`src/verilog/rps_hw_pkg.sv`:
```
// hardware plumbing: round state type, segment width and default sizes
package rps_hw_pkg;

	// one round walks through all four states
	typedef enum logic [1:0] {
		ST_IDLE    = 2'd0,
		ST_PREDICT = 2'd1,
		ST_JUDGE   = 2'd2,
		ST_LEARN   = 2'd3
	} round_state_t;

	localparam int SEG_WIDTH = 7; // segments g..a, active low

	localparam int DEFAULT_QUEUE_DEPTH = 4; // credits held by the sender
	localparam int DEFAULT_COUNT_WIDTH = 8; // markov counter width

endpackage

```
`src/verilog/rps_rules_pkg.sv`:
```
// game rules: move, outcome and strategy types, score width and the win rule
package rps_rules_pkg;

	// move codes as shown on the hex digits
	typedef enum logic [1:0] {
		MOVE_ROCK    = 2'd0,
		MOVE_SCISSOR = 2'd1,
		MOVE_PAPER   = 2'd2
	} move_t;

	// result of one round, seen from the user side
	typedef enum logic [1:0] {
		OUT_DRAW     = 2'd0,
		OUT_USER_WIN = 2'd1,
		OUT_COM_WIN  = 2'd2
	} outcome_t;

	typedef enum logic {
		STRAT_CYCLIC = 1'b0, // free-running count
		STRAT_MARKOV = 1'b1  // transition-count prediction
	} strategy_t;

	localparam int SCORE_WIDTH = 8; // two hex digits per score

	// the move that beats m: rock > scissor > paper > rock
	function automatic move_t winning_move(input move_t m);
		case (m)
			MOVE_ROCK:    return MOVE_PAPER;
			MOVE_SCISSOR: return MOVE_ROCK;
			default:      return MOVE_SCISSOR;
		endcase
	endfunction

endpackage

```
`src/verilog/move_queue.sv`:
```
// move_queue: FIFO of submitted moves with a credit returned on each pop
`timescale 1ns/1ps

module move_queue #(
	parameter int QUEUE_DEPTH = 4
) (
	input  logic                     clock,
	input  logic                     reset,
	input  logic                     push,
	input  rps_rules_pkg::move_t     push_move,
	input  rps_rules_pkg::strategy_t push_strategy,
	input  logic                     pop,
	output logic                     empty,
	output rps_rules_pkg::move_t     head_move,
	output rps_rules_pkg::strategy_t head_strategy,
	output logic                     credit_return
);

	localparam int PTR_WIDTH = $clog2(QUEUE_DEPTH);
	localparam int CNT_WIDTH = $clog2(QUEUE_DEPTH + 1);
	localparam logic [PTR_WIDTH-1:0] LAST_PTR = PTR_WIDTH'(QUEUE_DEPTH - 1);

	rps_rules_pkg::move_t     move_mem [QUEUE_DEPTH];
	rps_rules_pkg::strategy_t strat_mem [QUEUE_DEPTH];
	logic [PTR_WIDTH-1:0]     rd_ptr, wr_ptr;
	logic [CNT_WIDTH-1:0]     count;

	assign empty = (count == '0);

	always_ff @(posedge clock or negedge reset) begin
		if (!reset) begin
			rd_ptr        <= '0;
			wr_ptr        <= '0;
			count         <= '0;
			credit_return <= 1'b0;
		end else begin
			credit_return <= pop; // one credit per entry that leaves
			if (push)
				wr_ptr <= (wr_ptr == LAST_PTR) ? '0 : wr_ptr + 1'b1;
			if (pop)
				rd_ptr <= (rd_ptr == LAST_PTR) ? '0 : rd_ptr + 1'b1;
			if (push && !pop)
				count <= count + 1'b1;
			else if (pop && !push)
				count <= count - 1'b1;
		end
	end

	// storage and the held head entry
	always_ff @(posedge clock) begin
		if (push) begin
			move_mem[wr_ptr]  <= push_move;
			strat_mem[wr_ptr] <= push_strategy;
		end
		if (pop) begin
			head_move     <= move_mem[rd_ptr]; // stays put for the whole round
			head_strategy <= strat_mem[rd_ptr];
		end
	end

endmodule

```
`src/verilog/opponent_strategy.sv`:
```
// opponent_strategy: cyclic player, markov count table and the computer move register
`timescale 1ns/1ps

module opponent_strategy #(
	parameter int COUNT_WIDTH = 8
) (
	input  logic                     clock,
	input  logic                     reset,
	input  logic                     choose,
	input  logic                     learn,
	input  rps_rules_pkg::strategy_t strategy,
	input  rps_rules_pkg::move_t     user_move,
	output rps_rules_pkg::move_t     com_move
);

	localparam logic [COUNT_WIDTH-1:0] COUNT_MAX = {COUNT_WIDTH{1'b1}};

	rps_rules_pkg::move_t   cyc_move;
	rps_rules_pkg::move_t   context_move;    // previous user move
	rps_rules_pkg::move_t   predicted;
	rps_rules_pkg::move_t   counter_move;
	logic [COUNT_WIDTH-1:0] count_table [3][3]; // [previous][next]
	logic [COUNT_WIDTH-1:0] c_rock, c_scissor, c_paper;

	// free-running cyclic player
	always_ff @(posedge clock or negedge reset) begin
		if (!reset) begin
			cyc_move <= rps_rules_pkg::MOVE_ROCK;
		end else begin
			case (cyc_move)
				rps_rules_pkg::MOVE_ROCK:    cyc_move <= rps_rules_pkg::MOVE_SCISSOR;
				rps_rules_pkg::MOVE_SCISSOR: cyc_move <= rps_rules_pkg::MOVE_PAPER;
				default:                     cyc_move <= rps_rules_pkg::MOVE_ROCK;
			endcase
		end
	end

	assign c_rock    = count_table[context_move][rps_rules_pkg::MOVE_ROCK];
	assign c_scissor = count_table[context_move][rps_rules_pkg::MOVE_SCISSOR];
	assign c_paper   = count_table[context_move][rps_rules_pkg::MOVE_PAPER];

	// most likely next user move, lower code wins a tie
	always_comb begin
		if (c_rock >= c_scissor && c_rock >= c_paper)
			predicted = rps_rules_pkg::MOVE_ROCK;
		else if (c_scissor >= c_paper)
			predicted = rps_rules_pkg::MOVE_SCISSOR;
		else
			predicted = rps_rules_pkg::MOVE_PAPER;
	end

	assign counter_move = rps_rules_pkg::winning_move(predicted);

	always_ff @(posedge clock or negedge reset) begin
		if (!reset) begin
			com_move <= rps_rules_pkg::MOVE_ROCK;
		end else if (choose) begin
			com_move <= (strategy == rps_rules_pkg::STRAT_MARKOV) ? counter_move : cyc_move;
		end
	end

	// learning runs every round, whichever player was picked
	always_ff @(posedge clock or negedge reset) begin
		if (!reset) begin
			context_move <= rps_rules_pkg::MOVE_ROCK;
			for (int i = 0; i < 3; i++) begin
				for (int j = 0; j < 3; j++) begin
					count_table[i][j] <= '0;
				end
			end
		end else if (learn) begin
			if (count_table[context_move][user_move] != COUNT_MAX)
				count_table[context_move][user_move] <=
					count_table[context_move][user_move] + 1'b1; // saturates
			context_move <= user_move;
		end
	end

endmodule

```
`src/verilog/round_control.sv`:
```
// round_control: round FSM sequencing pop, predict, judge and learn
`timescale 1ns/1ps

module round_control (
	input  logic clock,
	input  logic reset,
	input  logic empty,
	output logic pop,
	output logic choose,
	output logic judge,
	output logic learn
);

	rps_hw_pkg::round_state_t state, next_state;

	always_ff @(posedge clock or negedge reset) begin
		if (!reset) begin
			state <= rps_hw_pkg::ST_IDLE;
		end else begin
			state <= next_state;
		end
	end

	// a round takes exactly four cycles once started
	always_comb begin
		next_state = state;
		case (state)
			rps_hw_pkg::ST_IDLE: begin
				if (!empty)
					next_state = rps_hw_pkg::ST_PREDICT;
			end
			rps_hw_pkg::ST_PREDICT: begin
				next_state = rps_hw_pkg::ST_JUDGE;
			end
			rps_hw_pkg::ST_JUDGE: begin
				next_state = rps_hw_pkg::ST_LEARN;
			end
			rps_hw_pkg::ST_LEARN: begin
				next_state = rps_hw_pkg::ST_IDLE;
			end
			default: begin
				next_state = rps_hw_pkg::ST_IDLE;
			end
		endcase
	end

	// one strobe per state
	always_comb begin
		pop    = 1'b0;
		choose = 1'b0;
		judge  = 1'b0;
		learn  = 1'b0;
		case (state)
			rps_hw_pkg::ST_IDLE:    pop    = !empty; // head latched at this edge
			rps_hw_pkg::ST_PREDICT: choose = 1'b1;
			rps_hw_pkg::ST_JUDGE:   judge  = 1'b1;
			rps_hw_pkg::ST_LEARN:   learn  = 1'b1;
			default: begin
				pop = 1'b0;
			end
		endcase
	end

endmodule

```
`src/verilog/round_judge.sv`:
```
// round_judge: win rule, registered outcome, shown moves and both scores
`timescale 1ns/1ps

module round_judge (
	input  logic                                  clock,
	input  logic                                  reset,
	input  logic                                  judge,
	input  rps_rules_pkg::move_t                  user_move,
	input  rps_rules_pkg::move_t                  com_move,
	output logic                                  result_valid,
	output rps_rules_pkg::outcome_t               outcome,
	output rps_rules_pkg::move_t                  user_move_shown,
	output rps_rules_pkg::move_t                  com_move_shown,
	output logic [rps_rules_pkg::SCORE_WIDTH-1:0] user_score,
	output logic [rps_rules_pkg::SCORE_WIDTH-1:0] com_score
);

	rps_rules_pkg::outcome_t round_result;

	always_comb begin
		if (user_move == com_move)
			round_result = rps_rules_pkg::OUT_DRAW;
		else if (user_move == rps_rules_pkg::winning_move(com_move))
			round_result = rps_rules_pkg::OUT_USER_WIN;
		else
			round_result = rps_rules_pkg::OUT_COM_WIN;
	end

	always_ff @(posedge clock or negedge reset) begin
		if (!reset) begin
			result_valid    <= 1'b0;
			outcome         <= rps_rules_pkg::OUT_DRAW;
			user_move_shown <= rps_rules_pkg::MOVE_ROCK;
			com_move_shown  <= rps_rules_pkg::MOVE_ROCK;
			user_score      <= '0;
			com_score       <= '0;
		end else begin
			result_valid <= judge; // one cycle after the judge strobe
			if (judge) begin
				outcome         <= round_result;
				user_move_shown <= user_move;
				com_move_shown  <= com_move;
				if (round_result == rps_rules_pkg::OUT_USER_WIN)
					user_score <= user_score + 1'b1; // wraps at 255
				if (round_result == rps_rules_pkg::OUT_COM_WIN)
					com_score <= com_score + 1'b1;
			end
		end
	end

endmodule

```
`src/verilog/rps_game_top.sv`:
```
// rps_game_top: move queue, opponent, judge, display and round control wired together
`timescale 1ns/1ps

module rps_game_top #(
	parameter int QUEUE_DEPTH = rps_hw_pkg::DEFAULT_QUEUE_DEPTH,
	parameter int COUNT_WIDTH = rps_hw_pkg::DEFAULT_COUNT_WIDTH
) (
	input  logic                                  clock,
	input  logic                                  reset,
	input  logic                                  move_valid,
	input  rps_rules_pkg::move_t                  move,
	input  rps_rules_pkg::strategy_t              strategy,
	output logic                                  credit_return,
	output logic                                  result_valid,
	output rps_rules_pkg::outcome_t               outcome,
	output rps_rules_pkg::move_t                  user_move_shown,
	output rps_rules_pkg::move_t                  com_move_shown,
	output logic [rps_rules_pkg::SCORE_WIDTH-1:0] user_score,
	output logic [rps_rules_pkg::SCORE_WIDTH-1:0] com_score,
	output logic [rps_hw_pkg::SEG_WIDTH-1:0]      hex0,
	output logic [rps_hw_pkg::SEG_WIDTH-1:0]      hex1,
	output logic [rps_hw_pkg::SEG_WIDTH-1:0]      hex2,
	output logic [rps_hw_pkg::SEG_WIDTH-1:0]      hex3,
	output logic [rps_hw_pkg::SEG_WIDTH-1:0]      hex4,
	output logic [rps_hw_pkg::SEG_WIDTH-1:0]      hex5
);

	logic                     pop, choose, judge, learn;
	logic                     empty;
	rps_rules_pkg::move_t     head_move;
	rps_rules_pkg::strategy_t head_strategy;
	rps_rules_pkg::move_t     com_move;

	move_queue #(.QUEUE_DEPTH(QUEUE_DEPTH)) u_move_queue (
		.clock(clock), .reset(reset),
		.push(move_valid), .push_move(move), .push_strategy(strategy), // sender holds a credit
		.pop(pop), .empty(empty),
		.head_move(head_move), .head_strategy(head_strategy),
		.credit_return(credit_return)
	);

	round_control u_round_control (
		.clock(clock), .reset(reset), .empty(empty),
		.pop(pop), .choose(choose), .judge(judge), .learn(learn)
	);

	opponent_strategy #(.COUNT_WIDTH(COUNT_WIDTH)) u_opponent_strategy (
		.clock(clock), .reset(reset),
		.choose(choose), .learn(learn),
		.strategy(head_strategy), .user_move(head_move),
		.com_move(com_move)
	);

	round_judge u_round_judge (
		.clock(clock), .reset(reset), .judge(judge),
		.user_move(head_move), .com_move(com_move),
		.result_valid(result_valid), .outcome(outcome),
		.user_move_shown(user_move_shown), .com_move_shown(com_move_shown),
		.user_score(user_score), .com_score(com_score)
	);

	score_display u_score_display (
		.user_score(user_score), .com_score(com_score),
		.user_move_shown(user_move_shown), .com_move_shown(com_move_shown),
		.hex0(hex0), .hex1(hex1), .hex2(hex2),
		.hex3(hex3), .hex4(hex4), .hex5(hex5)
	);

endmodule

```
`src/verilog/score_display.sv`:
```
// score_display: seven-segment decoding of both scores and both moves
`timescale 1ns/1ps

module score_display (
	input  logic [rps_rules_pkg::SCORE_WIDTH-1:0] user_score,
	input  logic [rps_rules_pkg::SCORE_WIDTH-1:0] com_score,
	input  rps_rules_pkg::move_t                  user_move_shown,
	input  rps_rules_pkg::move_t                  com_move_shown,
	output logic [rps_hw_pkg::SEG_WIDTH-1:0]      hex0,
	output logic [rps_hw_pkg::SEG_WIDTH-1:0]      hex1,
	output logic [rps_hw_pkg::SEG_WIDTH-1:0]      hex2,
	output logic [rps_hw_pkg::SEG_WIDTH-1:0]      hex3,
	output logic [rps_hw_pkg::SEG_WIDTH-1:0]      hex4,
	output logic [rps_hw_pkg::SEG_WIDTH-1:0]      hex5
);

	// active low, bit 6 is segment g
	function automatic logic [rps_hw_pkg::SEG_WIDTH-1:0] seg_of(input logic [3:0] nib);
		case (nib)
			4'h0: return 7'b100_0000;
			4'h1: return 7'b111_1001;
			4'h2: return 7'b010_0100;
			4'h3: return 7'b011_0000;
			4'h4: return 7'b001_1001;
			4'h5: return 7'b001_0010;
			4'h6: return 7'b000_0010;
			4'h7: return 7'b111_1000;
			4'h8: return 7'b000_0000;
			4'h9: return 7'b001_1000;
			4'ha: return 7'b000_1000;
			4'hb: return 7'b000_0011;
			4'hc: return 7'b100_0110;
			4'hd: return 7'b010_0001;
			4'he: return 7'b000_0110;
			default: return 7'b000_1110;
		endcase
	endfunction

	assign hex0 = seg_of(user_score[3:0]);
	assign hex1 = seg_of(user_score[rps_rules_pkg::SCORE_WIDTH-1 -: 4]);
	assign hex2 = seg_of({2'b00, user_move_shown}); // move code as a digit
	assign hex3 = seg_of({2'b00, com_move_shown});
	assign hex4 = seg_of(com_score[3:0]);
	assign hex5 = seg_of(com_score[rps_rules_pkg::SCORE_WIDTH-1 -: 4]);

endmodule
```
`config.mk`:
```
export PLATFORM = sky130hd
export DESIGN_NAME = rps_game_top
export DESIGN_NICKNAME = d
export VERILOG_FILES = /design/src/verilog/rps_hw_pkg.sv /design/src/verilog/rps_rules_pkg.sv /design/src/verilog/move_queue.sv /design/src/verilog/opponent_strategy.sv /design/src/verilog/round_control.sv /design/src/verilog/round_judge.sv /design/src/verilog/rps_game_top.sv /design/src/verilog/score_display.sv
export SDC_FILE = /design/constraint.sdc
export NUM_CORES = 1
export LEC_CHECK = 0
export ABC_AREA = 1
export BUFFER_PORTS_ARGS = -buffer_cell sky130_fd_sc_hd__buf_4
export CAP_MARGIN = 0
export CELL_PAD_IN_SITES_DETAIL_PLACEMENT = 0
export CELL_PAD_IN_SITES_GLOBAL_PLACEMENT = 1
export CORE_MARGIN = 4
export CORE_UTILIZATION = 41
export CTS_CLUSTER_DIAMETER = 30
export CTS_CLUSTER_SIZE = 28
export DETAILED_ROUTE_END_ITERATION = 8
export PLACE_DENSITY_LB_ADDON = 0.1
export SYNTH_ARGS = -nofsm -noshare
export SYNTH_HDL_FRONTEND = slang
export SYNTH_SLANG_ARGS = --single-unit
```
`constraint.sdc`:
```
create_clock -name clock -period 2.5 [get_ports clock]
set_input_delay 0.75 -clock clock [delete_from_list [all_inputs] [get_ports clock]]
set_output_delay 0.75 -clock clock [all_outputs]
set_load 0.005 [all_outputs]
```
==> results of run 1 <==
-- critical path: cells and delay by family, from the launching register on --
kind	cells	cell delay, ns
flops	1	0.43
compound gates	3	0.31
buf+inv	2	0.28
fa+ha+maj	1	0.22
-- path summary, 6_finish.rpt --
path / end / slack (ns) / cells past startpoint
min reg2reg: u_opponent_strategy.cyc_move[0]$_DFF_PN0_ / 0.44 / 1
min: u_opponent_strategy.count_table[25]$_DFFE_PN0P_ / 0.18 / 1
max: hex5[3] / 0.08 / 6
min in group clock: u_opponent_strategy.cyc_move[0]$_DFF_PN0_ / 0.44 / 1
max reg2reg: u_opponent_strategy.count_table[9]$_DFFE_PN0P_ / 0.12 / 13
max in group asynchronous: u_round_judge.com_score[4]$_DFFE_PN0P_ / 1.60 / 2
-- cell usage after synthesis, drive strengths merged, types with 2 or more instances --
library cell  instances
a21oi                20
nand2               315
xor2                 16
nand3b                2
nand4                 7
ha                   55
buf                  26
o2111ai               2
nor2                 64
a21boi                2
nor3                  5
o211ai                7
edfxtp               15
o21a                  2
o22ai                 7
nand3                93
o21ai                70
inv                 106
clkbuf                7
dfrtp               111
xnor2                 3
o221ai                5
-- sequential cells by signal, indices dropped and copies added, names as in the netlist, 3 cells and up --
name and flops:
u_round_judge.user_score 8, u_round_judge.com_score 8, u_move_queue.move_mem 8, u_opponent_strategy.count_table 72
u_move_queue.strat_mem 4, u_move_queue.count 3
-- kinds of logic after synthesis --
logic type,count (synthesis),synth area share
xor gates and xnor gates,19,0.0238
buffers and inverters,139,0.0835
AOI/OAI and AO/OA,120,0.0893
other,1,0.000493
adders and majority gates,56,0.0930
and+or+nand+nor,487,0.286
DFF,126,0.424
-- placed cells by master (no fill, tap or decap), types with 3 or more instances in the layout --
cell type,instances
a21oi_1,18
buf_12,3
buf_4,116
bufinv_16,3
clkbuf_16,17
dfrtp_1,101
dfrtp_2,10
edfxtp_1,15
ha_1,48
ha_4,5
inv_1,94
inv_2,10
inv_6,5
inv_8,4
nand2_1,313
nand3_1,79
nand3_2,6
nand3_4,8
nand4_1,7
nor2_1,48
nor2_2,3
nor2_4,13
nor3_1,3
o211ai_1,7
o21ai_0,41
o21ai_1,29
o221ai_1,4
o22ai_1,7
xnor2_1,3
xor2_1,14
-- per-stage QoR --
stage	worst slack (ns)	hold slack, ns	instances
floorplan	0.0760	0.413	949
global placement	0.0219	0.439	1254
detailed placement	-0.00611	0.436	1254
CTS	0.000105	0.171	1293
global route	-0.0298	0.180	1298
finish	0.0817	0.181	1298
-- routing by layer --
layer | GRT usage | vias to the layer above | share of wire
met5 | 0 | - | 0
met4 | 0.0614 | 0 | 0.016
met3 | 0.0397 | 23 | 0.031
met2 | 0.306 | 85 | 0.46
met1 | 0.282 | 2977 | 0.50
li1 | - | 3286 | -
-- power breakdown --
group          internal, mW  switching (mW)  total, mW
Combinational          1.78            2.48       4.27
Sequential             2.51           0.390       2.90
Clock                  1.61            1.03       2.64
Total                  5.90            3.90       9.80
-- repair_timing --
item / in CTS / in global routing
resized for setup: 14 / 36
buffers inserted: 7 / 5
setup endpoints to repair: 8 / 82
pin swaps: 0 / 2
-- area by class of cell --
cell class              instances  area share
multi-input cells             684       0.415
flip-flops and latches        126       0.344
repair buffers                121       0.101
clock buffers                  17      0.0451
inverters                     106      0.0428
well taps                     229      0.0304
clock inverters                15      0.0212
==> out/results.ini, run 1 <==
[synth]
synth_seq_cells=126
syn_area_mm2=0.00761
synth_ff_type=dfrtp_1
netlist_instances=948
avgSynthCellArea_um2=8.03
yosysSeqAreaShare=0.424
yosysTopAreaCellShare=0.365
async_reset_ff_frac=0.881
synth.top_cells.by_area=dfrtp_1 36%, nand2_1 15%, ha_1 9.0%
yosys_warnings=0
synth_edf_count=15
synth_cell_type_count=40
synth_top_area_cell=dfrtp_1

[die]
rows=49
io_pins=72
start_util=0.421
die_area_mm2=0.0208
die_h_um=144
fp.dieW_um=144
core_area_mm2=0.0181

[timing]
tightest_slew_ns=0.788
fmax_mhz=414
slew_headroom=0.471
finalSetupViolCount=0
rsz0062_at_grt=yes
finalCritPeriodShare=0.967
hold_violations=0
fin_tns_setup_ns=0
final_max_slew_viol_count=0
clock_skew_ns=0.0100
period_minus_slack_ns=2.42

[routing]
first_pass_iters=4
drt_iter0_drc=302
drc=0
viasPerCell=4.91
drt-total-wl_mm=19.7
vias=6371
ant_nets=0
wl_per_cell_um=15.2

[flow_run]
cap_violations=0

[layout]
syn2layout_area_growth_pct=23.8
multi_input_area_mm2=0.00391
final_area_mm2=0.00942
n_fill_cell=1749
register_area_mm2=0.00324
antenna_cells=0
post-route-util=0.521
nets=1118
drive_gt1_frac=0.208

[pwr]
total_power_mw=9.80
ir_drop_mv=0.596
leakage_nw=4.63
p_per_area_mw_per_mm2=1040

[critical_path]
max_stage_delay_ns=0.43
path_common_cell=o21ai_0
crit_chain=inv_2, ha_4, a21oi_2, o21ai_0, o21ai_0, buf_4
r2r_start=u_opponent_strategy.context_move[0]$_DFFE_PN0N_
arrival_ns=1.67
startpoint=u_round_judge.com_score[5]$_DFFE_PN0P_
worst_ep_required_time_ns=1.75
cp-start-kind=flip-flop
worst_setup_path_end_kind=output port
crit_type=flip-flop to output port
cp_max_fo=5
slowest_stage=dfrtp_2

[cts]
cts.sinks=126
postCtsHoldBufs=0
cts_made_buffers=17
cts.clk_slew.worst_paths_ns=0.06
cts_tree=done
clock_latency_ns=0.43
cts.htree.levels=4
cts_buffer_depth=2
root_buffer=clkbuf_16

[global_routing]
grt_usage=0.198
overflow=0
grt_pass1_wl_mm=32.2
grt_pass1_vias=6229
antenna_found_initial=0
grt_max_degree=66

[run_status]
status=finished, final reports clean

[placement]
io_buffers=69
dp_hpwl_mm=14.6
gp_congestion=0.842
post_dp_cell_area_mm2=0.00852

[worst_hold_path]
hp-class=input port to async pin

Power figures use the tool's default switching activity.
==> run 2: changes to the inputs <==
- BUFFER_PORTS_ARGS: -buffer_cell sky130_fd_sc_hd__buf_4 -> default
- CORE_UTILIZATION: 41 -> 43
- DONT_BUFFER_PORTS: default -> 1
- SYNTH_HIERARCHICAL: default -> 1
==> out/results.ini, run 2 <==
[critical_path]
cp_max_fo=12  ; +7
worst_ep_required_time_ns=2.85  ; +1.10 ns
worst_setup_path_end_kind=flip-flop
max_stage_delay_ns=0.45  ; +0.02 ns
arrival_ns=2.74  ; +1.07 ns
cp-start-kind=flip-flop
path_common_cell=nand2_1
cp_top_family=simple AND/OR/NAND/NOR gates
slowest_stage=dfrtp_2
worstPathBufferInverterCount=1  ; -1
crit_chain=buf_4, nor2_4, nand2_1, nand3_2, nand2_1, nand3_2, ha_2, nand2_2, nor2_4, nand2_8, nand3_4, nand2_1, o21ai_1
crit_type=flip-flop to flip-flop

[synth]
synthMostInstantiatedCell=nand2_1
avgSynthCellArea_um2=7.65  ; -4.7%
netlist_instances=1095  ; +16%
synth_edf_count=15  ; unchanged
synth_cell_type_count=39  ; -2.5%
async_reset_ff_frac=0.881  ; unchanged
yosysTopAreaCellShare=0.331  ; -0.0334
yosys_warnings=6  ; +6
netlist_top_cells_count=416 x nand2_1, 119 x inv_1, 116 x nand3_1
synth.top_cells.by_area=dfrtp_1 33%, nand2_1 19%, ha_1 9.3%
yosysSeqAreaShare=0.385  ; -0.0388
synth_top_area_cell=dfrtp_1
synth_ff_type=dfrtp_1
syn_area_mm2=0.00838  ; +10%
synth_seq_cells=126  ; unchanged

[die]
die_area_mm2=0.0218  ; +4.7%
io_pins=72  ; unchanged
rows=50  ; +2.0%
core_area_mm2=0.0190  ; +4.8%
start_util=0.442  ; +0.0212
die_h_um=148  ; +2.3%
fp.dieW_um=148  ; +2.3%

[layout]
top_register=u_opponent_strategy/count_table
largest_reg_flops=72  ; unchanged
antenna_cells=0  ; unchanged
drive_gt1_frac=0.149  ; -0.0589
nets=1199  ; +7.2%
mostFrequentLayoutCell=nand2_1
layout_common_cells=416 x nand2_1, 117 x inv_1, 113 x nand3_1, 100 x dfrtp_1, 61 x ha_1
syn2layout_area_growth_pct=12.8

[timing]
hold_ws_ns=0.0261  ; -0.154 ns
fin_tns_setup_ns=0  ; unchanged
final_max_slew_viol_count=0  ; unchanged
period_minus_slack_ns=2.40  ; -0.0217 ns
fmax_mhz=417  ; +0.91%
clock_skew_ns=0.0114  ; +0.00134 ns
tightest_slew_ns=0.570  ; -0.218 ns
slew_headroom=0.619  ; +0.148
finalSetupViolCount=0  ; unchanged
hold_violations=0  ; unchanged
finalCritPeriodShare=0.959  ; -0.00868

[global_routing]
overflow=0  ; unchanged
grt_max_degree=112  ; +70%
grt_pass1_wl_mm=33.9  ; +5.3%
grt_usage=0.193  ; -0.00532
antenna_found_initial=0  ; unchanged
grt_pass1_vias=6424  ; +3.1%

[flow_run]
cap_violations=0  ; unchanged

[run_status]
status=finished, final reports clean

[placement]
io_buffers=0  ; -100%
dp_hpwl_mm=14.9  ; +1.5%
gp_congestion=0.845  ; +0.39%

[cts]
clock_latency_ns=0.42  ; about the same
cts.clk_slew.worst_paths_ns=0.06  ; about the same
root_buffer=clkbuf_16
cts.htree.levels=4  ; unchanged
cts_made_buffers=17  ; unchanged
cts_tree=done
cts.sinks=126  ; unchanged
cts_buffer_depth=2  ; unchanged

[routing]
wl_per_cell_um=14.8  ; -2.1%
ant_nets=0  ; unchanged
drc=0  ; unchanged
viasPerCell=4.87  ; -0.72%
first_pass_iters=5  ; +1
drt_iter0_drc=400  ; +32%
vias=6837  ; +7.3%
drt-total-wl_mm=20.8  ; +5.8%

[pwr]
leakage_nw=4.82  ; +4.1%
ir_drop_mv=0.466  ; -22%
total_power_mw=9.31  ; -5.0%
p_per_area_mw_per_mm2=985  ; -5.3%

[worst_hold_path]
hp-class=input port to async pin

run 2: changes by cell type after synthesis, moves of 9 or more:
cell / change
nand3_4: +11
o21ai_0: -26
inv_1: +16
nand3_1: +36
nand2_1: +103
nand2_2: +9
nor2_2: +9
o21ai_1: +13
run 2: worst paths after layout:
kind | from | endpoint | slack, ns | depth (start not counted)
max reg2reg | u_opponent_strategy/context_move[0]$_DFFE_PN0P_ | u_opponent_strategy/count_table[10]$_DFFE_PN0P_ | 0.10 | 13
max | u_opponent_strategy/context_move[0]$_DFFE_PN0P_ | u_opponent_strategy/count_table[10]$_DFFE_PN0P_ | 0.10 | 13
min in group clock | move[1] | u_move_queue/move_mem[3][1]$_DFFE_PP_ | 0.42 | 0
min | reset | u_opponent_strategy/count_table[44]$_DFFE_PN0P_ | 0.03 | 0
min reg2reg | u_opponent_strategy/cyc_move[1]$_DFF_PN0_ | u_opponent_strategy/cyc_move[1]$_DFF_PN0_ | 0.45 | 1
max in group asynchronous | reset | u_round_judge/user_score[0]$_DFFE_PN0P_ | 2.33 | 0
run 2: report_power, final:
part | switching [mW] | internal, mW
Combinational | 2.57 | 1.38
Clock | 1.04 | 1.30
Sequential | 0.484 | 2.53
run 2: timing repair:
item                       4_1_cts  5_1_grt
gates cloned                     0        4
hold buffers                     0        0
setup buffers                    0        2
setup endpoints to repair        4       81
pin swaps                        0        6
gates resized for setup          4       20
run 2: cell families (layout without fill, tap and decap cells):
family                     after synthesis  after routing  share of synthesized area
AOI/OAI and AO/OA                       81             81                     0.0523
xor gates and xnor gates                10             10                     0.0113
adders and majority gates               63             63                     0.0950
buffers and inverters                  164            207                     0.0951
DFF                                    126            126                      0.385
other                                    1              2                   0.000448
and+or+nand+nor                        650            654                      0.361
run 2: area by class of cell:
type / instances / area, um^2
fillers: 1933 / 9500
multi-input cells: 810 / 4450
flip-flops and latches: 126 / 3240
inverters: 128 / 488
clock buffers: 17 / 425
repair buffers: 47 / 395
well taps: 260 / 325
clock inverters: 15 / 131
run 2: per-layer routing:
metal	wire length (um)	up-vias	track usage
met1	10300	3137	0.279
met5	0	-	0
met2	9300	139	0.301
li1	-	3547	-
met3	992	14	0.0383
met4	179	0	0.0410
run 2: worst register-to-register path, stage by stage, from the launching register on:
cell     delay [ns]
dfrtp_2        0.45
buf_4          0.19
nor2_4         0.19
nand2_1        0.12
nand3_2        0.10
nand2_1        0.09
nand3_2        0.13
ha_2           0.20
nand2_2        0.09
nor2_4         0.25
nand2_8        0.16
nand3_4        0.20
nand2_1        0.09
o21ai_1        0.07
run 2: through the flow:
| stage | instance area (um^2) | util | worst slack (ns) | instances |
|---|---|---|---|---|
| 2_1_floorplan | 8380 | - | 0.0829 | 1096 |
| 3_3_place_gp | 8770 | 0.463 | 0.165 | 1365 |
| 3_5_place_dp | 8770 | 0.463 | 0.102 | 1365 |
| 4_1_cts | 9330 | 0.492 | 0.0386 | 1397 |
| 5_1_grt | 9450 | 0.499 | -0.0549 | 1403 |
| 6_report | 9450 | 0.499 | 0.103 | 1403 |
